==> src/hw/mem_pkg.sv <==
package mem_pkg;

	// one memory location
	typedef logic [7:0] byte_t;

	// words are stored big-endian, so the high byte sits at the lowest address
	typedef logic [31:0] word_t;

	// byte address, only the low bits reach the ram and the rest wrap
	typedef logic [31:0] addr_t;

	// controller phases, both read kinds share the same byte timing
	typedef enum logic [1:0] {
		IDLE,
		FETCH,
		DATA_RD,
		DATA_WR
	} ctrl_state_t;

endpackage
==> src/hw/fetch_unit.sv <==
`timescale 1ns/1ps

module fetch_unit #(
	parameter mem_pkg::addr_t RESET_PC = '0
) (
	input	logic				clk_i,
	input	logic				rst_i,
	input	logic				fetch_en_i,
	input	logic				redirect_i,
	input	mem_pkg::addr_t		redirect_pc_i,
	input	logic				if_done_i,
	input	mem_pkg::word_t		if_word_i,
	output	logic				if_req_o,
	output	mem_pkg::addr_t		if_addr_o,
	output	logic				instr_valid_o,
	output	mem_pkg::word_t		instr_o,
	output	mem_pkg::addr_t		instr_pc_o
);

	mem_pkg::addr_t	pc_q;
	logic			busy_q;
	logic			req_q;
	logic			drop_q;
	logic			launch;
	logic			deliver;

	// busy covers the strobe cycle as well, so a second strobe cannot slip out
	assign launch = fetch_en_i && (!busy_q || if_done_i);

	// a redirect kills the word that is on its way back
	assign deliver = if_done_i && !drop_q && !redirect_i;

	always_ff @(posedge clk_i) begin
		if (rst_i) begin
			pc_q <= RESET_PC;
			busy_q <= 1'b0;
			req_q <= 1'b0;
			drop_q <= 1'b0;
		end else begin
			req_q <= launch;
			if (launch) begin
				busy_q <= 1'b1;
			end else if (if_done_i) begin
				busy_q <= 1'b0;
			end
			if (redirect_i) begin
				pc_q <= redirect_pc_i;
			end else if (deliver) begin
				pc_q <= pc_q + 32'd4;
			end
			if (if_done_i) begin
				drop_q <= 1'b0;
			end else if (redirect_i && busy_q) begin
				drop_q <= 1'b1;
			end
		end
	end

	assign if_req_o = req_q;
	assign if_addr_o = pc_q; // pc only moves once the word is back or on a redirect

	assign instr_valid_o = deliver;
	assign instr_o = if_word_i;
	assign instr_pc_o = pc_q;

endmodule

==> config.mk <==
export PLATFORM = sky130hd
export DESIGN_NAME = fetch_unit
export DESIGN_NICKNAME = d
export VERILOG_FILES = /design/src/hw/mem_pkg.sv /design/src/hw/fetch_unit.sv
export SDC_FILE = /design/constraint.sdc
export NUM_CORES = 1
export LEC_CHECK = 0
export ABC_AREA = 1
export BUFFER_PORTS_ARGS = -buffer_cell sky130_fd_sc_hd__buf_2
export CAP_MARGIN = 20
export CORE_MARGIN = 2
export CORE_UTILIZATION = 41
export CTS_CLUSTER_SIZE = 8
export DETAILED_ROUTE_END_ITERATION = 7
export GPL_TIMING_DRIVEN = 0
export PLACE_DENSITY = 0.8
export SLEW_MARGIN = 5
export SYNTH_ARGS = -nofsm -noshare
export SYNTH_HDL_FRONTEND = slang
export SYNTH_SLANG_ARGS = --single-unit
==> constraint.sdc <==
create_clock -name clk_i -period 1.8 [get_ports clk_i]
set_clock_uncertainty 0.15 [all_clocks]
set_input_delay 0.09 -clock clk_i [delete_from_list [all_inputs] [get_ports clk_i]]
set_output_delay 0.09 -clock clk_i [all_outputs]
set_load 0.03 [all_outputs]
==> flow_summary.json, run 1 <==
{
  "pwr_density_cell_nw_per_um2": 592,
  "avgSynthCellArea_um2": 6.24,
  "ios": 167,
  "sequentialPowerShare_pct": 39.3,
  "crit_path_max_incr_delay_ns": 0.47,
  "whs_path_depth": 5,
  "post-dp-hpwl_um": 6630,
  "cts_buffers": 5,
  "dr.pass1.iters": 5,
  "wire_per_inst_um": 13.4,
  "n_antenna_cell": 0,
  "regArea_um2": 727,
  "ys.flop_type": "dfxtp_1",
  "crit_buf_inv": 1,
  "core-area_um2": 6390,
  "grt_max_degree": 11,
  "switching_share_pct": 37.2,
  "hold_viol": 0,
  "clockPowerShare_pct": 26.0,
  "layout-drive-gt1-share_pct": 42.3,
  "r2r-end": "if_addr_o[23]",
  "min_from": "redirect_pc_i[30]",
  "synthesis.nets": 507,
  "grt_pass1_vias": 2914,
  "drt_iter0_markers": 238,
  "vias_per_cell": 4.93,
  "intPower_mw": 1.45,
  "grt_usage_pct": 23.9,
  "outcome": "finished clean",
  "ys_ff_latch": 35,
  "critical_path_cell_count": 9,
  "syn-instance-count": 437,
  "hp-class": "in -> reg",
  "crit_slowest_cell": "dfxtp_1",
  "syn_area_um2": 2730,
  "p_leak_nw": 1.99,
  "comb_power_share_pct": 34.7,
  "ys_seq_area_share_pct": 25.7,
  "fill_cells": 628,
  "cp-end-kind": "register",
  "critPathMaxFanout": 7,
  "cp_common_cell": "nand2_1",
  "floorplan.initialDensity_pct": 42.7,
  "clk_latency_ns": 0.29,
  "tightest_slew_ns": 0.647,
  "yosysTopAreaCell": "dfxtp_1",
  "crit_required_ns": 1.81,
  "fin_ws_ns": 0.0961,
  "dp_slack_ns": -0.0665,
  "rsz0062_at_grt": "yes",
  "finalCritPeriodShare_pct": 94.7,
  "path_cells": "nand2_1 -> inv_1 -> nand2_1 -> nor2_4 -> nand2_1 -> nand2_1 -> nand2_1 -> a21oi_1 -> nor2_1",
  "r2r_start": "if_addr_o[6]",
  "chipWidth_um": 85.5,
  "ant_nets": 0,
  "r2r_slack_ns": 0.1,
  "max_slew_margin_pct": 56.9,
  "cts_root_buf": "clkbuf_8",
  "cts.sinks": 35,
  "wl_um": 9100,
  "vias": 3354,
  "peakVddDrop_v": 0.000435,
  "die-area_um2": 7320,
  "multi_input_area_um2": 1400,
  "syn_to_final_growth_pct": 42.6,
  "worst-setup-path-type": "reg -> reg",
  "synthArstFlopShare_pct": 0,
  "critical-path-top-delay-family": "simple AND/OR/NAND/NOR gates",
  "yosys-top-cells-area": "dfxtp_1, buf_4, nand2_1",
  "gr-total-overflow": 0,
  "finalNetCount": 673,
  "cts_htree_levels": 2,
  "utilization_pct": 60.9,
  "antenna_found_initial": 0,
  "synth_edf_count": 0,
  "die_h_um": 85.5,
  "drv_slew": 0,
  "rows": 29,
  "switchingPower_mw": 0.857,
  "max_freq_mhz": 587,
  "port_buffers": 134,
  "drc": 0,
  "setup_viol": 0,
  "cts_buffer_depth": 2,
  "gp_congestion": 0.879,
  "cts_tree": "yes",
  "grt_pass1_wl_um": 13900,
  "synth.distinct_cells": 24,
  "crit_arrival_ns": 1.71,
  "critPathLaunchType": "register",
  "path_clk_slew_ns": 0.08,
  "drv_cap": 0,
  "yosysWarnings": 0,
  "r2r_cells": 9,
  "synth_top_area_share_pct": 25.7,
  "post-route-min-period_ns": 1.70,
  "whs_endpoint": "if_addr_o[30]"
}
-- worst max path at each step --
stage,start,endpoint,slack [ns]
final,if_addr_o[6],if_addr_o[23],0.1
after global routing,if_addr_o[6],if_addr_o[23],-0.06
after CTS,if_addr_o[13],if_addr_o[23],0.008
after detailed placement,if_addr_o[12],if_addr_o[24],-0.07
after global placement,if_addr_o[12],if_addr_o[24],-0.02
after floorplan,if_addr_o[10],if_addr_o[25],0.12
-- registers in the layout, indices dropped and copies added, names as in the netlist --
name       cells
busy_q         1
if_req_o       1
if_addr_o     32
drop_q         1
-- per-layer routing --
layer  track usage, %  part of all wire, %
met5                0                    0
met3             3.85                  8.5
met2             41.4                   48
met1             31.0                   42
met4             5.77                  1.5
-- placed cells by master (no fill, tap or decap), types with 8 or more instances in the layout --
cell type and n:
dfxtp_1 18, nor2_2 10, buf_4 70, dfxtp_2 15, dlygate4sd3_1 20, nand2_1 126
inv_1 36, nand3_1 27, o21ai_0 15, buf_2 138, a31oi_1 11, xor2_1 8
nor2_1 49, a21oi_1 18
-- area by class of cell --
cell class	instances	area share, %
multi-input cells	290	36.0
clock buffers	6	2.12
plain buffers	76	13.7
repair buffers	159	23.4
inverters	36	3.47
clock inverters	1	0.129
flip-flops and latches	35	18.7
well taps	77	2.48
-- metrics by stage --
stage | instance area, um2 | hold slack, ns | instances | total power [mW] | TNS, ns
after floorplan | 2730 | 0.0749 | 437 | 1.44 | 0
after global placement | 3500 | 0.169 | 648 | 1.65 | -0.0200
after detailed placement | 3500 | 0.174 | 648 | 1.67 | -0.0665
after CTS | 3790 | 0.00242 | 675 | 2.29 | 0
after global routing | 3890 | 0.0247 | 680 | 2.41 | -0.129
final | 3890 | 0.00845 | 680 | 2.30 | 0
-- cells by family (layout without fill, tap and decap cells) --
logic type	Yosys count	in the layout	share of synthesized area [%]
xor gates and xnor gates	11	11	3.53
adders and majority gates	1	1	0.459
and+or+nand+nor	225	225	34.7
buffers and inverters	112	278	24.4
DFF	35	35	25.7
AOI/OAI and AO/OA	53	53	11.2
-- power by group through the flow --
| stage | Clock, mW | Combinational [mW] | Sequential [mW] |
|---|---|---|---|
| after floorplan | 0 | 0.451 | 0.990 |
| after global placement | 0 | 0.738 | 0.916 |
| after detailed placement | 0 | 0.747 | 0.918 |
| after CTS | 0.601 | 0.784 | 0.901 |
| after global routing | 0.633 | 0.857 | 0.916 |
| final | 0.598 | 0.799 | 0.906 |
-- tightest hold or removal path, stage by stage --
cell and delay (ns):
buf_2 0.10, nand2_1 0.04, o21ai_0 0.06, inv_1 0.05, a21oi_1 0.05
-- synth_stat cells, types with 3 or more instances --
master    number
nand2_1      127
buf_4         64
nor2_1        54
inv_1         36
dfxtp_1       35
nand3_1       27
a21oi_1       20
o21ai_0       15
a31oi_1       11
xor2_1         8
clkbuf_1       7
a22o_1         6
nor2_2         6
buf_2          4
nor2_4         4
xnor2_1        3
-- timing repair --
item / CTS / global route
setup buffers: 0 / 5
hold endpoints to repair: 21 / 0
hold buffers: 20 / 0
pin swaps: 0 / 5
endpoints found under the setup margin: 3 / 20
gates resized for setup: 4 / 28
(Power assumes the default switching activity.)
==> run 2, diff against run 1 <==
--- a/config.mk
+++ b/config.mk
@@ -8,6 +8,7 @@
 export ABC_AREA = 1
 export BUFFER_PORTS_ARGS = -buffer_cell sky130_fd_sc_hd__buf_2
 export CAP_MARGIN = 20
+export CORE_ASPECT_RATIO = 0.8
 export CORE_MARGIN = 2
 export CORE_UTILIZATION = 41
 export CTS_CLUSTER_SIZE = 8
==> run 2 against run 1 <==
Net effect: maximum frequency down 0.19%; routed wire length shrank 1.1%; clock power is 10% lower; first-iteration DRC count fell by 19%; count of clock-buffer cells in the layout is the same; non-clock buffer count rose by 4; sequential power grew 0.6%; sequential cell count is the same; worst setup slack worse by 0.0033 ns.
==> flow_summary.json, run 2 (synthesized netlist as in run 1, its figures left out) <==
{
  "ios": 167,
  "crit_required_ns": 1.80,
  "max_freq_mhz": 586,
  "pwr_density_cell_nw_per_um2": 574,
  "path_clk_slew_ns": 0.07,
  "layout-drive-gt1-share_pct": 41.3,
  "hold_viol": 0,
  "final_common_cell": "buf_2",
  "outcome": "finished clean",
  "grt_pass1_vias": 2962,
  "chipWidth_um": 95.2,
  "drt_iter0_markers": 192,
  "crit_slowest_cell": "dfxtp_2",
  "tightest_slew_ns": 0.674,
  "p_leak_nw": 2.00,
  "port_buffers": 134,
  "ant_nets": 0,
  "cts_tree": "yes",
  "cp_common_cell": "nand2_1",
  "wl_um": 9000,
  "core-area_um2": 6410,
  "wire_per_inst_um": 13.0,
  "cts_root_buf": "clkbuf_8",
  "post-dp-hpwl_um": 6640,
  "rows": 26,
  "final_cells": 690,
  "cts_buffer_depth": 2,
  "floorplan.initialDensity_pct": 42.5,
  "finalNetCount": 677,
  "drv_slew": 0,
  "grt_pass1_wl_um": 14000,
  "dp.cells": 655,
  "max_slew_margin_pct": 55.1,
  "post-route-min-period_ns": 1.71,
  "cp-end-kind": "register",
  "cts.sinks": 35,
  "n_antenna_cell": 0,
  "vias_per_cell": 4.71,
  "hp-class": "in -> reg",
  "crit_path_max_incr_delay_ns": 0.41,
  "fin_ws_ns": 0.0928,
  "critPathLaunchType": "register",
  "drc": 0,
  "largest_register_ffs": 32,
  "gr-total-overflow": 0,
  "final_cell_mix": "buf_2, nand2_1, buf_4",
  "cts_htree_levels": 2,
  "syn_to_final_growth_pct": 44.2,
  "peakVddDrop_v": 0.000310,
  "antenna_found_initial": 0,
  "finalCritPeriodShare_pct": 94.8,
  "die_h_um": 76.9,
  "vias": 3252,
  "critPathMaxFanout": 7,
  "clk_latency_ns": 0.29,
  "cts_buffers": 5,
  "grt_usage_pct": 24.4,
  "dr.pass1.iters": 5,
  "worst-setup-path-type": "reg -> reg",
  "crit_buf_inv": 0,
  "setup_viol": 0,
  "critical-path-top-delay-family": "simple AND/OR/NAND/NOR gates",
  "path_cells": "nand2_1 -> nor2_1 -> nand2_1 -> nor2_4 -> nand2_1 -> nand2_1 -> nand2_1 -> a21oi_1 -> nor2_1",
  "crit_arrival_ns": 1.71,
  "p_total_mw": 2.26,
  "grt_max_degree": 11,
  "die-area_um2": 7320,
  "drv_cap": 0,
  "dp_slack_ns": 0.0304,
  "gp_congestion": 0.900
}
run 2: cell types whose count changed in the layout (fill, tap and decap cells not counted), moves of 2 or more:
cell / delta
nor2_4: +2
dlygate4sd3_1: +6
buf_4: -2
nor2_2: -3
run 2: worst paths after layout:
kind,from,end,slack (ns),depth (start not counted)
setup reg to reg,if_addr_o[14],if_addr_o[23],0.09,9
setup / recovery,if_addr_o[14],if_addr_o[23],0.09,9
hold reg to reg,busy_q,busy_q,0.35,2
hold / removal,redirect_pc_i[17],if_addr_o[17],0.02,5
run 2: repair_timing:
action,in CTS,in global routing
hold buffers,26,0
pin swaps,0,4
endpoints found under the hold margin,25,0
setup buffers,0,3
cloned,0,0
resized for setup,3,30
setup endpoints to repair,1,17
run 2: layer usage:
metal / part of all wire [%] / routed length, um / vias up / track usage [%]
met5: 0 / 0 / - / 0
met3: 8.0 / 718 / 13 / 3.73
met4: 1.5 / 131 / 0 / 6.96
met2: 46 / 4170 / 167 / 40.9
met1: 44 / 3980 / 1421 / 32.1
li1: - / - / 1651 / -
run 2: power by group:
group	switching, mW	leakage (nW)	total (mW)	internal (mW)
Clock	0.280	0.0371	0.538	0.258
Sequential	0.0834	0.296	0.911	0.828
Combinational	0.482	1.67	0.807	0.325
run 2: area by class of cell:
class,count,area [um2]
Buffer,76,536
Clock buffer,6,72.6
Timing Repair Buffer,163,953
Tap cell,84,105
Inverter,36,135
Fill cell,605,2480
Multi-Input combinational cell,290,1400
Sequential cell,35,727
run 2: worst min-delay path: cells and delay by family:
kind	cells	cell delay, ns
buffers and inverters	2	0.14
AOI/OAI and AO/OA	2	0.13
and+or+nand+nor	1	0.05
run 2: stage by stage:
stage | area (um2) | hold slack, ns | utilization [%] | TNS (ns)
after floorplan | 2730 | 0.0749 | - | 0
after global placement | 3500 | 0.167 | 54.7 | 0
after detailed placement | 3500 | 0.178 | 54.7 | 0
after CTS | 3850 | 0.0155 | 60.0 | 0
after global routing | 3930 | 0.0262 | 61.4 | -0.0116
final | 3930 | 0.0155 | 61.4 | 0
==> run 3, diff against run 2 <==
--- a/config.mk
+++ b/config.mk
@@ -13,7 +13,6 @@
 export CORE_UTILIZATION = 41
 export CTS_CLUSTER_SIZE = 8
 export DETAILED_ROUTE_END_ITERATION = 7
-export GPL_TIMING_DRIVEN = 0
 export PLACE_DENSITY = 0.8
 export SLEW_MARGIN = 5
 export SYNTH_ARGS = -nofsm -noshare
==> run 3 against run 2 <==
Net effect: via count down 9.8%; register-to-register slack better by 0.05 ns; critical path depth down 1; worst hold slack worse by 0.0089 ns; utilization down 9.5 points; critical endpoint is now if_addr_o[27]; largest cell class is now multi-input gates; largest power group unchanged; highest routed layer unchanged.
==> flow_summary.json, run 3 (synthesized netlist as in run 1, its figures left out) <==
{
  "syn_to_final_growth_pct": 21.8,
  "finalCritPeriodShare_pct": 92.2,
  "grt_pass1_wl_um": 13000,
  "clockPowerShare_pct": 30.2,
  "ios": 167,
  "core-area_um2": 6410,
  "drv_cap": 0,
  "outcome": "finished clean",
  "wl_um": 7970,
  "drv_slew": 0,
  "largest_register_ffs": 32,
  "post-dp-hpwl_um": 5980,
  "grt_usage_pct": 22.4,
  "crit_arrival_ns": 1.73,
  "cts_buffers": 5,
  "rsz0062_at_grt": "yes",
  "antenna_found_initial": 0,
  "pwr_density_cell_nw_per_um2": 643,
  "final_cell_mix": "nand2_1, buf_2, nor2_1",
  "peakVddDrop_v": 0.000343,
  "cts_root_buf": "clkbuf_8",
  "crit_required_ns": 1.87,
  "tightest_slew_ns": 0.342,
  "post-route-min-period_ns": 1.66,
  "floorplan.initialDensity_pct": 42.5,
  "grt_pass1_vias": 2739,
  "dp_slack_ns": 0.0456,
  "max_slew_margin_pct": 77.2,
  "grt_max_degree": 19,
  "chipWidth_um": 95.2,
  "comb_power_share_pct": 28.2,
  "max_freq_mhz": 603,
  "holdWs_ns": 0.00663,
  "hold_viol": 0,
  "sequentialPowerShare_pct": 41.7,
  "critPathMaxFanout": 7,
  "die_h_um": 76.9,
  "cp-end-kind": "register",
  "drc": 0,
  "ant_nets": 0,
  "cts.sinks": 35,
  "wire_per_inst_um": 13.3,
  "gp_congestion": 0.915,
  "cts_tree": "yes",
  "finalNetCount": 582,
  "switchingPower_mw": 0.742,
  "setup_viol": 0,
  "die-area_um2": 7320,
  "critPathLaunchType": "register",
  "drt_iter0_markers": 149,
  "vias": 2934,
  "n_antenna_cell": 0,
  "gr-total-overflow": 0,
  "port_buffers": 102,
  "hp-class": "in -> reg",
  "p_leak_nw": 1.59,
  "layout-drive-gt1-share_pct": 30.2,
  "final_common_cell": "nand2_1",
  "clk_latency_ns": 0.29,
  "vias_per_cell": 4.91,
  "utilization_pct": 51.8,
  "dr.pass1.iters": 4,
  "path_clk_slew_ns": 0.07,
  "cts_buffer_depth": 2,
  "rows": 26,
  "r2r_slack_ns": 0.14,
  "worst-setup-path-type": "reg -> reg",
  "fin_ws_ns": 0.140,
  "switching_share_pct": 34.8,
  "cts_htree_levels": 2,
  "intPower_mw": 1.39
}
[run 3: what timing repair did]
item                       in CTS  in global routing
gates resized for setup         0                 12
buffers inserted                0                  3
hold buffers                   21                  0
setup endpoints to repair       0                 19
hold endpoints to repair       22                  0
[run 3: metrics by stage]
| stage | power [mW] | std cells | TNS, ns | instance area [um2] |
|---|---|---|---|---|
| floorplan | 1.44 | 437 | 0 | 2730 |
| global placement | 1.46 | 565 | 0 | 2950 |
| detailed placement | 1.46 | 565 | 0 | 2950 |
| CTS | 2.14 | 594 | 0 | 3260 |
| global route | 2.24 | 597 | -0.00208 | 3320 |
| finish | 2.14 | 597 | 0 | 3320 |
[run 3: worst max-delay path, stage by stage (launching register included)]
cell,delay [ns]
dfxtp_1,0.42
nand3_1,0.17
nor2_1,0.26
nand2_1,0.14
inv_1,0.09
nand3_1,0.08
nand3_1,0.09
nand2_1,0.05
a21oi_1,0.13
[run 3: cell type report]
class	count	area, um2
Fill cell	666	3090
Multi-Input combinational cell	290	1370
Timing Repair Buffer	144	891
Sequential cell	35	716
Inverter	36	139
Tap cell	84	105
Clock buffer	8	100
[run 3: per-layer routing]
metal,global-route usage (%),vias to the layer above,share of wire (%)
met5,0,-,0
met4,6.23,0,0.98
met3,5.21,14,6.6
met2,35.0,111,45
met1,30.7,1346,48
li1,-,1463,-
[run 3: worst paths after layout]
path / end / cells past startpoint / start
setup / recovery: if_addr_o[27] / 8 / if_addr_o[4]
hold / removal: if_addr_o[16] / 4 / redirect_pc_i[16]
setup reg to reg: if_addr_o[27] / 8 / if_addr_o[4]
hold reg to reg: busy_q / 2 / busy_q
[run 3: power by group through the flow]
| stage | clock (mW) | sequential (mW) | combinational (mW) |
|---|---|---|---|
| after floorplan | 0 | 0.990 | 0.451 |
| after global placement | 0 | 0.905 | 0.551 |
| after detailed placement | 0 | 0.908 | 0.555 |
| after CTS | 0.653 | 0.890 | 0.592 |
| after global routing | 0.693 | 0.899 | 0.653 |
| final | 0.644 | 0.890 | 0.601 |
