**src/hw/mem_pkg.sv**
```systemverilog
package mem_pkg;

	// one memory location
	typedef logic [7:0] byte_t;

	// words are stored big-endian, so the high byte sits at the lowest address
	typedef logic [31:0] word_t;

	// byte address, only the low bits reach the ram and the rest wrap
	typedef logic [31:0] addr_t;

	// controller phases, both read kinds share the same byte timing
	typedef enum logic [1:0] {
		IDLE,
		FETCH,
		DATA_RD,
		DATA_WR
	} ctrl_state_t;

endpackage
```
**src/hw/mem_ctrl.sv**
```systemverilog
`timescale 1ns/1ps

module mem_ctrl (
	input	logic				clk_i,
	input	logic				rst_i,
	input	logic				if_req_i,
	input	mem_pkg::addr_t		if_addr_i,
	input	logic				data_req_i,
	input	logic				data_wr_i,
	input	mem_pkg::addr_t		data_addr_i,
	input	mem_pkg::word_t		data_wdata_i,
	input	mem_pkg::byte_t		ram_rdata_i,
	output	logic				if_done_o,
	output	mem_pkg::word_t		if_word_o,
	output	logic				data_done_o,
	output	mem_pkg::word_t		data_rdata_o,
	output	mem_pkg::addr_t		ram_addr_o,
	output	logic				ram_we_o,
	output	mem_pkg::byte_t		ram_wdata_o
);

	mem_pkg::ctrl_state_t	state_q;
	logic [1:0]				cnt_q;
	logic					tail_q;

	logic					if_pend_q;
	logic					data_pend_q;
	mem_pkg::addr_t			if_addr_q;
	mem_pkg::addr_t			data_addr_q;
	logic					data_wr_q;
	mem_pkg::word_t			data_wdata_q;

	mem_pkg::addr_t			base_q;
	mem_pkg::word_t			wbuf_q;
	logic [23:0]			asm_q;

	logic					idle;
	logic					if_go;
	logic					data_go;
	mem_pkg::addr_t			if_addr_sel;
	mem_pkg::addr_t			data_addr_sel;
	logic					data_wr_sel;
	mem_pkg::word_t			data_wdata_sel;
	logic					busy_rd;
	mem_pkg::word_t			rd_word;

	assign idle = (state_q == mem_pkg::IDLE);

	// a strobe arriving while idle is taken at once, otherwise it waits in the latch
	assign if_go = if_pend_q | if_req_i;
	assign data_go = data_pend_q | data_req_i;

	assign if_addr_sel = if_req_i ? if_addr_i : if_addr_q;
	assign data_addr_sel = data_req_i ? data_addr_i : data_addr_q;
	assign data_wr_sel = data_req_i ? data_wr_i : data_wr_q;
	assign data_wdata_sel = data_req_i ? data_wdata_i : data_wdata_q;

	assign busy_rd = (state_q == mem_pkg::FETCH) || (state_q == mem_pkg::DATA_RD);

	// pending flags, data wins the arbitration in idle
	always_ff @(posedge clk_i) begin
		if (rst_i) begin
			if_pend_q <= 1'b0;
			data_pend_q <= 1'b0;
		end else begin
			if (idle && data_go) begin
				data_pend_q <= 1'b0;
			end else if (data_req_i) begin
				data_pend_q <= 1'b1;
			end
			if (idle && !data_go && if_go) begin
				if_pend_q <= 1'b0;
			end else if (if_req_i) begin
				if_pend_q <= 1'b1;
			end
		end
	end

	always_ff @(posedge clk_i) begin
		if (if_req_i) begin
			if_addr_q <= if_addr_i;
		end
		if (data_req_i) begin
			data_addr_q <= data_addr_i;
			data_wr_q <= data_wr_i;
			data_wdata_q <= data_wdata_i;
		end
	end

	// byte sequencer, a read needs one extra cycle for the last ram byte
	always_ff @(posedge clk_i) begin
		if (rst_i) begin
			state_q <= mem_pkg::IDLE;
			cnt_q <= 2'd0;
			tail_q <= 1'b0;
		end else begin
			case (state_q)
				mem_pkg::IDLE: begin
					cnt_q <= 2'd0;
					tail_q <= 1'b0;
					if (data_go) begin
						state_q <= data_wr_sel ? mem_pkg::DATA_WR : mem_pkg::DATA_RD;
					end else if (if_go) begin
						state_q <= mem_pkg::FETCH;
					end
				end
				mem_pkg::DATA_WR: begin
					cnt_q <= cnt_q + 2'd1;
					if (cnt_q == 2'd3) begin
						state_q <= mem_pkg::IDLE;
					end
				end
				default: begin
					cnt_q <= cnt_q + 2'd1;
					if (cnt_q == 2'd3) begin
						tail_q <= 1'b1;
					end
					if (tail_q) begin
						tail_q <= 1'b0;
						state_q <= mem_pkg::IDLE;
					end
				end
			endcase
		end
	end

	// base address and write word are loaded on the grant
	always_ff @(posedge clk_i) begin
		if (idle) begin
			base_q <= data_go ? data_addr_sel : if_addr_sel;
			wbuf_q <= data_wdata_sel;
		end else if (state_q == mem_pkg::DATA_WR) begin
			wbuf_q <= {wbuf_q[23:0], 8'h00}; // next byte moves to the top
		end
		if (busy_rd) begin
			asm_q <= {asm_q[15:0], ram_rdata_i}; // stale bytes fall off the top
		end
	end

	assign rd_word = {asm_q, ram_rdata_i};

	assign ram_addr_o = base_q + mem_pkg::addr_t'(cnt_q);
	assign ram_we_o = (state_q == mem_pkg::DATA_WR);
	assign ram_wdata_o = wbuf_q[31:24];

	assign if_done_o = (state_q == mem_pkg::FETCH) && tail_q;
	assign if_word_o = rd_word;
	assign data_done_o = ((state_q == mem_pkg::DATA_RD) && tail_q) ||
		((state_q == mem_pkg::DATA_WR) && (cnt_q == 2'd3));
	assign data_rdata_o = rd_word;

endmodule

```
**config.mk**
```make
export PLATFORM = sky130hd
export DESIGN_NAME = mem_ctrl
export DESIGN_NICKNAME = d
export VERILOG_FILES = /design/src/hw/mem_pkg.sv /design/src/hw/mem_ctrl.sv
export SDC_FILE = /design/constraint.sdc
export NUM_CORES = 1
export LEC_CHECK = 0
export BUFFER_PORTS_ARGS = -buffer_cell sky130_fd_sc_hd__buf_2
export CORE_UTILIZATION = 30
export DETAILED_ROUTE_END_ITERATION = 8
export MAX_ROUTING_LAYER = met4
export SETUP_SLACK_MARGIN = 0.05
export SYNTH_ARGS = -nofsm -noshare
export SYNTH_HDL_FRONTEND = slang
export SYNTH_SLANG_ARGS = --single-unit
```
**constraint.sdc**
```tcl
create_clock -name clk_i -period 7.6 [get_ports clk_i]
set_input_delay 1.52 -clock clk_i [delete_from_list [all_inputs] [get_ports clk_i]]
set_output_delay 1.52 -clock clk_i [all_outputs]
set_load 0.02 [all_outputs]
```
==> flow_metrics.env, run 1 <==
export IMPL_grt_pass1_wl_um=24610
export IMPL_rsz0062_at_grt="no"
export IMPL_die_area_um2=26690
export IMPL_p_per_area_nw_per_um2=397.5
export IMPL_synth_seq_cells=192
export IMPL_area_delta_synth_final_pct=21.44
export IMPL_cts_hold_buf=0
export IMPL_tightest_slew_ns=1.021
export IMPL_period_needed_ns=4.563
export IMPL_multi_input_area_um2=2631
export IMPL_drt_wl_total_um=15900
export IMPL_grt_max_degree=73
export IMPL_dieWidth_um=163.4
export IMPL_fmax_mhz=219.1
export IMPL_fin_skew_ns=0.01078
export IMPL_post_place_cells=1025
export IMPL_max_slew_margin_rel_pct=31.33
export IMPL_hpwl_um=10890
export IMPL_cts_buffers=17
export IMPL_synth_area_top_cells="edfxtp_1 34%, dfxtp_1 27%, mux2_2 22%"
export IMPL_fill_cells=2444
export IMPL_place_gp_congestion=0.7391
export IMPL_cts_buffer_depth=2
export IMPL_grt_pass1_vias=4675
export IMPL_period_share_pct=60.05
export IMPL_finalHoldViolCount=0
export IMPL_top_level_ports=216
export IMPL_route_detailed_drc=0
export IMPL_core_area_um2=25330
export IMPL_cts_setup_buffers=0
export IMPL_required_ns=6.08
export IMPL_yosysTopAreaCell="edfxtp_1"
export IMPL_clkSinkCount=192
export IMPL_cts_tree="done"
export IMPL_syn_nets=662
export IMPL_syn_inst=545
export IMPL_root_buffer="clkbuf_16"
export IMPL_netlist_area_um2=7812
export IMPL_ys_seq_area_share_pct=60.47
export IMPL_max_cap_viol_count=0
export IMPL_seq_area_um2=4725
export IMPL_cp_max_fo=5
export IMPL_synth_avg_cell_area_um2=14.33
export IMPL_drt_iter0_drc=225
export IMPL_io_buffers=215
export IMPL_die_h_um=163.4
export IMPL_ys_types=36
export IMPL_wire_per_inst_um=14.97
export IMPL_power_uw=3771
export IMPL_post_route_util_pct=37.46
export IMPL_synth_top_area_share_pct=33.82
export IMPL_cp_data_arrival_time_ns=3.04
export IMPL_nNetsFinal=831
export IMPL_tns_ns=0
export IMPL_cp_end_kind="output pin"
export IMPL_rows=58
export IMPL_drive_gt1_share_pct=56.81
export IMPL_vdd_ir_drop_worst_v=0.0002600
export IMPL_worstHoldPathType="reg -> reg"
export IMPL_p_leak_uw=0.003854
export IMPL_finalSetupViolCount=0
export IMPL_ant_nets=0
export IMPL_htree_levels=4
export IMPL_vias_per_cell=4.290
export IMPL_layoutNonFillerInstCount=1062
export IMPL_via_count=4556
export IMPL_worstSetupPathType="reg -> out"
export IMPL_antenna_found_initial=5
export IMPL_drtPass1Iterations=4
export IMPL_start_util_pct=30.85
export IMPL_clk_pin_slew_ns=0.07
export IMPL_ys_warn_count=0
export IMPL_grt_overflow=0
export IMPL_outcome="finished, final reports clean"
export IMPL_drv_slew=0
export IMPL_grtUsageTotal_pct=12.53
export IMPL_cts_repair_resized=0
export IMPL_clkLatencyLatePin_ns=0.43
export IMPL_critPathLaunchType="register"
-- per-layer routing --
layer	up-vias	GRT usage (%)	routed length [µm]
li1	2251	-	-
met1	2127	14.67	7134
met2	163	19.41	7155
met3	15	5.282	1411
met4	0	3.823	193
met5	-	-	0
-- through the flow --
stage / hold WS (ns) / area [µm²] / worst slack (ns)
after global routing: 0.4861 / 9488 / 2.847
after detailed placement: 0.4585 / 8904 / 3.463
after CTS: 0.4706 / 9475 / 2.981
final: 0.4709 / 9488 / 3.037
after floorplan: 0.4277 / 7812 / 3.846
after global placement: 0.4509 / 8904 / 3.491
-- area by class of cell --
cell class	count	share of cell area (%)
flip-flops and latches	192	49.80
multi-input cells	276	27.73
repair buffers	218	11.60
clock buffers	19	4.787
well taps	330	4.352
clock inverters	13	1.240
inverters	9	0.3561
diodes	5	0.1319
-- power breakdown --
group / internal (µW) / leakage (µW) / switching (µW)
sequential: 1530 / 0.00175 / 158
combinational: 453 / 0.00182 / 760
clock: 452 / 0.000279 / 422
total: 2430 / 0.00385 / 1340
-- cell usage in the layout (no fill, tap or decap), drive strengths merged, types with 11 or more instances in the layout --
| cell | n |
|---|---|
| xor2 | 15 |
| nand2 | 12 |
| dfxtp | 104 |
| edfxtp | 88 |
| buf | 218 |
| xnor2 | 15 |
| mux2 | 154 |
| nor2 | 11 |
| clkbuf | 19 |
| inv | 15 |
| and2 | 11 |
-- sequential cells by signal (all words and copies together), names as in the netlist --
name / flops
data_addr_q: 32
data_wr_q: 1
data_pend_q: 1
asm_q: 24
if_addr_q: 32
base_q: 32
state_q: 2
cnt_q: 2
data_wdata_q: 32
if_pend_q: 1
wbuf_q: 32
tail_q: 1
-- critical path: stages, from the launching register on --
cell and delay [ns]:
dfxtp_1 0.37, ha_1 0.19, inv_1 0.06, fa_1 0.43, nand2b_1 0.19, nor4_1 0.78
nand3_1 0.20, xnor2_1 0.21, buf_2 0.19
-- synthesized netlist by cell type --
cell,number
or4_4,1
buf_6,1
xnor2_1,15
a21o_1,1
fa_1,1
a22oi_1,1
dfxtp_1,104
and4_1,1
buf_1,3
nor2b_1,1
xor2_1,15
or3_1,1
o21ai_0,1
and3_1,3
a22o_1,1
inv_1,9
edfxtp_1,88
nor3_1,7
nand2_1,12
nor3b_1,2
and2_1,11
buf_4,48
ha_1,7
or2_2,1
nor2_1,11
o21ba_2,1
nor4_2,5
nand4_2,1
nand3_1,9
nand4_1,7
a211oi_1,1
a311oi_1,1
nor4_1,3
nand2b_1,1
clkbuf_1,16
mux2_2,154
-- cells by family after synthesis --
family	Yosys count	synth area share (%)
AOI/OAI and AO/OA	7	0.7048
xor gates and xnor gates	30	3.363
adders and majority gates	8	1.377
buffers and inverters	77	6.102
DFF	192	60.47
muxes	154	22.20
and+or+nand+nor	77	5.782
-- worst paths after layout --
check | slack [ns] | startpoint | end | cells past startpoint
worst max register to register | 5.22 | state_q[1]$_SDFFE_PP0P_ | state_q[0]$_SDFFE_PP0P_ | 6
worst min register to register | 0.47 | data_wdata_q[4]$_DFF_P_ | data_wdata_q[4]$_DFF_P_ | 1
worst max-delay path | 3.04 | cnt_q[0]$_SDFF_PP0_ | ram_addr_o[18] | 8
worst min-delay path | 0.47 | data_wdata_q[4]$_DFF_P_ | data_wdata_q[4]$_DFF_P_ | 1
No activity file was read; power rests on OpenSTA's default activity.
==> inputs of run 2 (changes only) <==
--- a/config.mk
+++ b/config.mk
@@ -5,6 +5,7 @@
 export SDC_FILE = /design/constraint.sdc
 export NUM_CORES = 1
 export LEC_CHECK = 0
+export ABC_AREA = 1
 export BUFFER_PORTS_ARGS = -buffer_cell sky130_fd_sc_hd__buf_2
 export CORE_UTILIZATION = 30
 export DETAILED_ROUTE_END_ITERATION = 8
==> constraint.sdc (replaced) <==
create_clock -name clk_i -period 4.52 [get_ports clk_i]
set_input_delay 0.904 -clock clk_i [delete_from_list [all_inputs] [get_ports clk_i]]
set_output_delay 0.904 -clock clk_i [all_outputs]
set_load 0.02 [all_outputs]
==> run 2 against run 1 <==
  * Synthesized cell count grew 72%
  * Core utilization shrank 0.78 points
  * Sequential cell count unchanged
  * First-iteration DRC count increased by 52%
  * Design area increased by 4.5%
  * Cell count increased by 37%
  * Critical path depth up 2
  * Register-to-register slack worse by 2.8 ns
  * Via count grew 40%
  * Critical endpoint is now ram_addr_o[30]
  * Largest power group unchanged
==> flow_metrics.env, run 2 <==
export IMPL_cts_hold_buf=0
export IMPL_critPathLaunchType="register"
export IMPL_power_uw=6452
export IMPL_seq_area_um2=4725
export IMPL_tns_ns=0
export IMPL_grt_pass1_wl_um=31280
export IMPL_final_cell_mix="335 x nand2_1, 215 x buf_2, 104 x dfxtp_1"
export IMPL_clkSinkCount=192
export IMPL_cts_buffer_depth=2
export IMPL_period_share_pct=72.82
export IMPL_dieWidth_um=168.2
export IMPL_placed_area_um2=9304
export IMPL_rsz0062_at_grt="no"
export IMPL_cts_buffers=17
export IMPL_grtUsageTotal_pct=14.71
export IMPL_fin_skew_ns=0.01212
export IMPL_hpwl_um=14600
export IMPL_netlist_area_um2=8285
export IMPL_ys_async_sr_fraction_pct=0
export IMPL_drt_wl_total_um=19920
export IMPL_die_h_um=168.2
export IMPL_wl_met1_um=9122
export IMPL_synth_edf_count=88
export IMPL_worstHoldPathType="reg -> reg"
export IMPL_switching_share_pct=38.85
export IMPL_fmax_mhz=303.8
export IMPL_synth_seq_cells=192
export IMPL_mostFrequentLayoutCell="nand2_1"
export IMPL_pwr_share_clk_pct=22.9
export IMPL_vdd_ir_drop_worst_v=0.0003395
export IMPL_regToRegEndpoint="state_q[0]$_SDFFE_PP0P_"
export IMPL_clk_pin_slew_ns=0.08
export IMPL_cp_end_kind="output pin"
export IMPL_start_util_pct=30.66
export IMPL_synth_area_top_cells="edfxtp_1 32%, dfxtp_1 25%, nand2_1 15%"
export IMPL_multi_input_area_um2=2799
export IMPL_p_leak_uw=0.004614
export IMPL_ys_types=30
export IMPL_wire_per_inst_um=13.69
export IMPL_htree_levels=4
export IMPL_clkLatencyLatePin_ns=0.43
export IMPL_ff2ff_setup_slack_ns=2.45
export IMPL_grt_overflow=0
export IMPL_ys_seq_area_share_pct=57.02
export IMPL_synth_avg_cell_area_um2=8.824
export IMPL_switching_power_uw=2506
export IMPL_synth_top_area_share_pct=31.89
export IMPL_cp_max_fo=5
export IMPL_die_area_um2=28290
export IMPL_rr_startpoint="state_q[0]$_SDFFE_PP0P_"
export IMPL_yosysTopAreaCell="edfxtp_1"
export IMPL_route_met2_wl_um=9371
export IMPL_reg2regPathDepth=9
export IMPL_area_delta_synth_final_pct=19.66
export IMPL_required_ns=3.62
export IMPL_finalSetupViolCount=0
export IMPL_cts_repair_resized=0
export IMPL_worstSetupPathType="reg -> out"
export IMPL_root_buffer="clkbuf_16"
export IMPL_core_area_um2=27030
export IMPL_fill_cells=2813
export IMPL_holdCritStartpoint="data_wdata_q[11]$_DFF_P_"
export IMPL_yosysMostFrequentCell="nand2_1"
export IMPL_wl_met3_um=1209
export IMPL_syn_nets=1056
export IMPL_via_count=6375
export IMPL_antenna_found_initial=5
export IMPL_drtPass1Iterations=5
export IMPL_max_slew_margin_rel_pct=34.78
export IMPL_ant_nets=0
export IMPL_period_needed_ns=3.292
export IMPL_vias_per_cell=4.381
export IMPL_synth_commonest_cells="335 x nand2_1, 104 x dfxtp_1, 88 x edfxtp_1"
export IMPL_combPwrFrac_pct=32.5
export IMPL_highest_layer="met4"
export IMPL_synth_main_ff_cell="dfxtp_1"
export IMPL_place_gp_congestion=0.8616
export IMPL_grt_max_degree=67
export IMPL_intPower_uw=3946
export IMPL_p_per_area_nw_per_um2=650.8
export IMPL_drv_slew=0
export IMPL_cp_data_arrival_time_ns=2.39
export IMPL_max_cap_viol_count=0
export IMPL_cts_tree="done"
export IMPL_ys_warn_count=0
export IMPL_rows=60
export IMPL_cts_setup_buffers=0
export IMPL_hold_depth=2
export IMPL_syn_inst=939
export IMPL_drive_gt1_share_pct=26.42
export IMPL_top_level_ports=216
export IMPL_tightest_slew_ns=0.9769
export IMPL_io_buffers=215
export IMPL_outcome="finished, final reports clean"
export IMPL_route_detailed_drc=0
export IMPL_drt_iter0_drc=341
export IMPL_finalHoldViolCount=0
export IMPL_nNetsFinal=1213
export IMPL_design_area_um2=9915
export IMPL_grt_pass1_vias=5926
export IMPL_p_seq_share_pct=44.7
export IMPL_holdPathEnd="data_wdata_q[11]$_DFF_P_"
==> run 2: critical path: stages (launching register included) <==
cell	delay, ns
dfxtp_1	0.37
ha_1	0.21
inv_1	0.07
fa_1	0.53
nor2_8	0.21
nand2_4	0.09
nor2_8	0.15
nand2_1	0.07
nand2_1	0.06
nand2_1	0.05
buf_2	0.15
==> run 2: cells by family (layout without fill, tap and decap cells) <==
| group | count (synthesis) | count (layout) | share of synthesized area (%) |
|---|---|---|---|
| compound gates | 101 | 101 | 6.509 |
| xor+xnor | 15 | 15 | 1.676 |
| fa+ha+maj | 8 | 8 | 1.299 |
| buf+inv | 146 | 316 | 9.348 |
| flops | 192 | 192 | 57.02 |
| other cells | 0 | 5 | 0 |
| simple gates | 477 | 477 | 24.15 |
==> run 2: routing by layer <==
metal  GRT usage (%)  up-vias
met5               -        -
met4           3.597        0
met3           3.667       17
met2           23.53      191
met1           18.65     2897
li1                -     3270
==> run 2: cell type report <==
type | count | share of cell area [%]
multi-input combinational | 601 | 28.23
clock inverter | 14 | 1.704
clock buffer | 18 | 4.329
antenna | 5 | 0.1262
timing repair buffer | 220 | 11.23
inverter | 64 | 2.423
sequential | 192 | 47.65
tap | 341 | 4.303
==> run 2: worst max-delay path by stage <==
stage / startpoint / end / slack, ns / cells after the start
6_report: cnt_q[0]$_SDFF_PP0_ / ram_addr_o[30] / 1.23 / 10
5_1_grt: cnt_q[0]$_SDFF_PP0_ / ram_addr_o[28] / 1.05 / 9
4_1_cts: cnt_q[0]$_SDFF_PP0_ / ram_addr_o[30] / 1.20 / 10
3_5_place_dp: cnt_q[0]$_SDFF_PP0_ / ram_addr_o[30] / 1.68 / 10
3_3_place_gp: cnt_q[0]$_SDFF_PP0_ / ram_addr_o[30] / 1.75 / 10
2_1_floorplan: cnt_q[0]$_SDFF_PP0_ / ram_addr_o[16] / 1.81 / 7
==> run 2: per-stage QoR <==
step                utilization [%]  setup WS [ns]  hold WS, ns  std cells
finish                        36.69          1.228       0.4442       1455
global route                  36.69          1.049       0.4595       1455
CTS                           36.64          1.204       0.4480       1450
detailed placement            34.43          1.677       0.4275       1418
global placement              34.43          1.752       0.4225       1418
floorplan                         -          1.807       0.4143        939
==> run 2: power groups by stage <==
stage	combinational (µW)	sequential [µW]	clock [µW]
6_report	2090	2880	1480
2_1_floorplan	1480	2940	0
4_1_cts	2130	2880	1520
5_1_grt	2300	2940	1600
3_5_place_dp	2130	2920	0
3_3_place_gp	2120	2910	0
==> inputs of run 3 (changes only) <==
--- a/config.mk
+++ b/config.mk
@@ -5,7 +5,7 @@
 export SDC_FILE = /design/constraint.sdc
 export NUM_CORES = 1
 export LEC_CHECK = 0
-export ABC_AREA = 1
+export ABC_AREA = 0
 export BUFFER_PORTS_ARGS = -buffer_cell sky130_fd_sc_hd__buf_2
 export CORE_UTILIZATION = 30
 export DETAILED_ROUTE_END_ITERATION = 8
==> constraint.sdc (replaced) <==
create_clock -name clk_i -period 2.68 [get_ports clk_i]
set_input_delay 0.536 -clock clk_i [delete_from_list [all_inputs] [get_ports clk_i]]
set_output_delay 0.536 -clock clk_i [all_outputs]
set_load 0.02 [all_outputs]
==> run 3 against run 2 <==
  * The run now ends with negative setup slack left
  * Hold slack worse by 0.15 ns
  * Clock skew decreased by 0.00056 ns
  * Critical path depth decreased by 1
  * Critical endpoint is now ram_addr_o[6]
==> flow_metrics.env, run 3 (same netlist as run 1, synthesis figures left out) <==
export IMPL_tns_ns=-2.353
export IMPL_dieWidth_um=163.4
export IMPL_worstSetupPathType="reg -> out"
export IMPL_drt_iter0_drc=146
export IMPL_nNetsFinal=857
export IMPL_p_per_area_nw_per_um2=1121
export IMPL_period_share_pct=108.2
export IMPL_mostFrequentLayoutCell="buf_2"
export IMPL_grtUsageTotal_pct=13.35
export IMPL_clkSinkCount=192
export IMPL_fmax_mhz=345.0
export IMPL_power_uw=11230
export IMPL_die_h_um=163.4
export IMPL_drtPass1Iterations=4
export IMPL_fin_skew_ns=0.01156
export IMPL_cts_buffers=17
export IMPL_drt_wl_total_um=17020
export IMPL_area_delta_synth_final_pct=28.14
export IMPL_tightest_slew_ns=0.4668
export IMPL_cp_max_fo=6
export IMPL_via_count=4726
export IMPL_core_area_um2=25330
export IMPL_crit_top_cell="buf_4"
export IMPL_post_place_cells=1037
export IMPL_ant_nets=0
export IMPL_grt_pass1_vias=4844
export IMPL_drive_gt1_share_pct=61.35
export IMPL_cp_end_kind="output pin"
export IMPL_cts_tree="done"
export IMPL_holdPathEnd="asm_q[1]$_DFFE_PP_"
export IMPL_rows=58
export IMPL_ff2ff_setup_slack_ns=0.85
export IMPL_grt_overflow=0
export IMPL_required_ns=2.14
export IMPL_start_util_pct=30.85
export IMPL_root_buffer="clkbuf_16"
export IMPL_wire_per_inst_um=15.64
export IMPL_rsz0062_at_grt="yes"
export IMPL_crit_chain="ha_2, inv_2, fa_2, nand2b_4, or2_4, buf_6, buf_4, xnor2_2, buf_4"
export IMPL_vdd_ir_drop_worst_v=0.0006603
export IMPL_worstHoldPathType="in -> reg"
export IMPL_io_buffers=215
export IMPL_htree_levels=4
export IMPL_hold_depth=1
export IMPL_layoutNonFillerInstCount=1088
export IMPL_holdCritStartpoint="ram_rdata_i[1]"
export IMPL_violations="negative setup slack"
export IMPL_finalSetupViolCount=17
export IMPL_antenna_found_initial=5
export IMPL_hpwl_um=11510
export IMPL_place_gp_congestion=0.7372
export IMPL_route_detailed_drc=0
export IMPL_cts_buffer_depth=2
export IMPL_clk_pin_slew_ns=0.08
export IMPL_reg2regPathDepth=6
export IMPL_final_cell_mix="189 x buf_2, 154 x mux2_2, 103 x dfxtp_1"
export IMPL_top_level_ports=216
export IMPL_critPathMaxStageDelay_ns=0.36
export IMPL_cp_data_arrival_time_ns=2.36
export IMPL_max_cap_viol_count=0
export IMPL_vias_per_cell=4.344
export IMPL_finalWorstSetupSlack_ns=-0.2187
export IMPL_outcome="finished with violations"
export IMPL_max_slew_margin_rel_pct=68.88
export IMPL_drv_slew=0
export IMPL_p_leak_uw=0.004147
export IMPL_critPathLaunchType="register"
export IMPL_cp_slowest_cell="fa_2"
export IMPL_grt_max_degree=33
export IMPL_finalHoldViolCount=0
export IMPL_rr_startpoint="state_q[0]$_SDFFE_PP0P_"
export IMPL_period_needed_ns=2.899
export IMPL_grt_pass1_wl_um=25770
export IMPL_post_route_util_pct=39.53
export IMPL_die_area_um2=26690
export IMPL_regToRegEndpoint="state_q[0]$_SDFFE_PP0P_"
export IMPL_fill_cells=2399
export IMPL_clkLatencyLatePin_ns=0.43
export IMPL_holdWs_ns=0.2979
-- run 3: repair_timing --
action,4_1_cts,5_1_grt
pin swaps,8,16
endpoints found under the setup margin,24,26
gates resized for setup,43,18
buffers inserted,9,4
hold buffers,0,0
cloned,1,0
-- run 3: how the worst max path moves through the flow --
stage | slack (ns) | depth (start not counted) | startpoint | end
3_3_place_gp | 0.05 | 9 | cnt_q[0]$_SDFF_PP0_ | ram_addr_o[10]
6_report | -0.22 | 9 | base_q[0]$_DFFE_PN_ | ram_addr_o[6]
3_5_place_dp | 0.02 | 9 | cnt_q[0]$_SDFF_PP0_ | ram_addr_o[10]
2_1_floorplan | -0.03 | 7 | cnt_q[0]$_SDFF_PP0_ | ram_addr_o[16]
5_1_grt | -0.32 | 9 | base_q[0]$_DFFE_PN_ | ram_addr_o[6]
4_1_cts | -0.23 | 9 | base_q[0]$_DFFE_PN_ | ram_addr_o[10]
-- run 3: stage by stage --
step / instance area [µm²] / setup WS (ns)
4_1_cts: 9869 / -0.2290
5_1_grt: 10010 / -0.3197
3_5_place_dp: 9037 / 0.02227
2_1_floorplan: 7823 / -0.03231
6_report: 10010 / -0.2187
3_3_place_gp: 9037 / 0.04862
-- run 3: cell type report --
type	instances	area [µm²]	area share (%)
Antenna cell	5	12.51	0.1250
Timing Repair Buffer	243	1408	14.06
Multi-Input combinational cell	277	2805	28.02
Tap cell	330	412.9	4.124
Inverter	9	33.78	0.3375
Clock buffer	17	425.4	4.249
Clock inverter	15	187.7	1.875
Sequential cell	192	4726	47.21
-- run 3: routing by layer --
metal / share of wire, % / track usage, % / vias to the layer above
li1: - / - / 2309
met3: 9.3 / 5.739 / 18
met2: 48 / 21.69 / 164
met5: 0 / - / -
met4: 1.2 / 3.738 / 0
met1: 41 / 14.84 / 2235
-- run 3: power breakdown --
group | leakage [µW] | switching [µW] | internal [µW]
logic | 0.00210 | 2310 | 1540
registers | 0.00175 | 457 | 4320
clock network | 0.000294 | 1320 | 1280
-- run 3: critical path, delay by kind of cell (launching register included) --
family | cells | cell delay, ns
buf+inv | 4 | 0.48
fa+ha+maj | 2 | 0.54
flops | 1 | 0.33
simple gates | 2 | 0.45
xor+xnor | 1 | 0.12
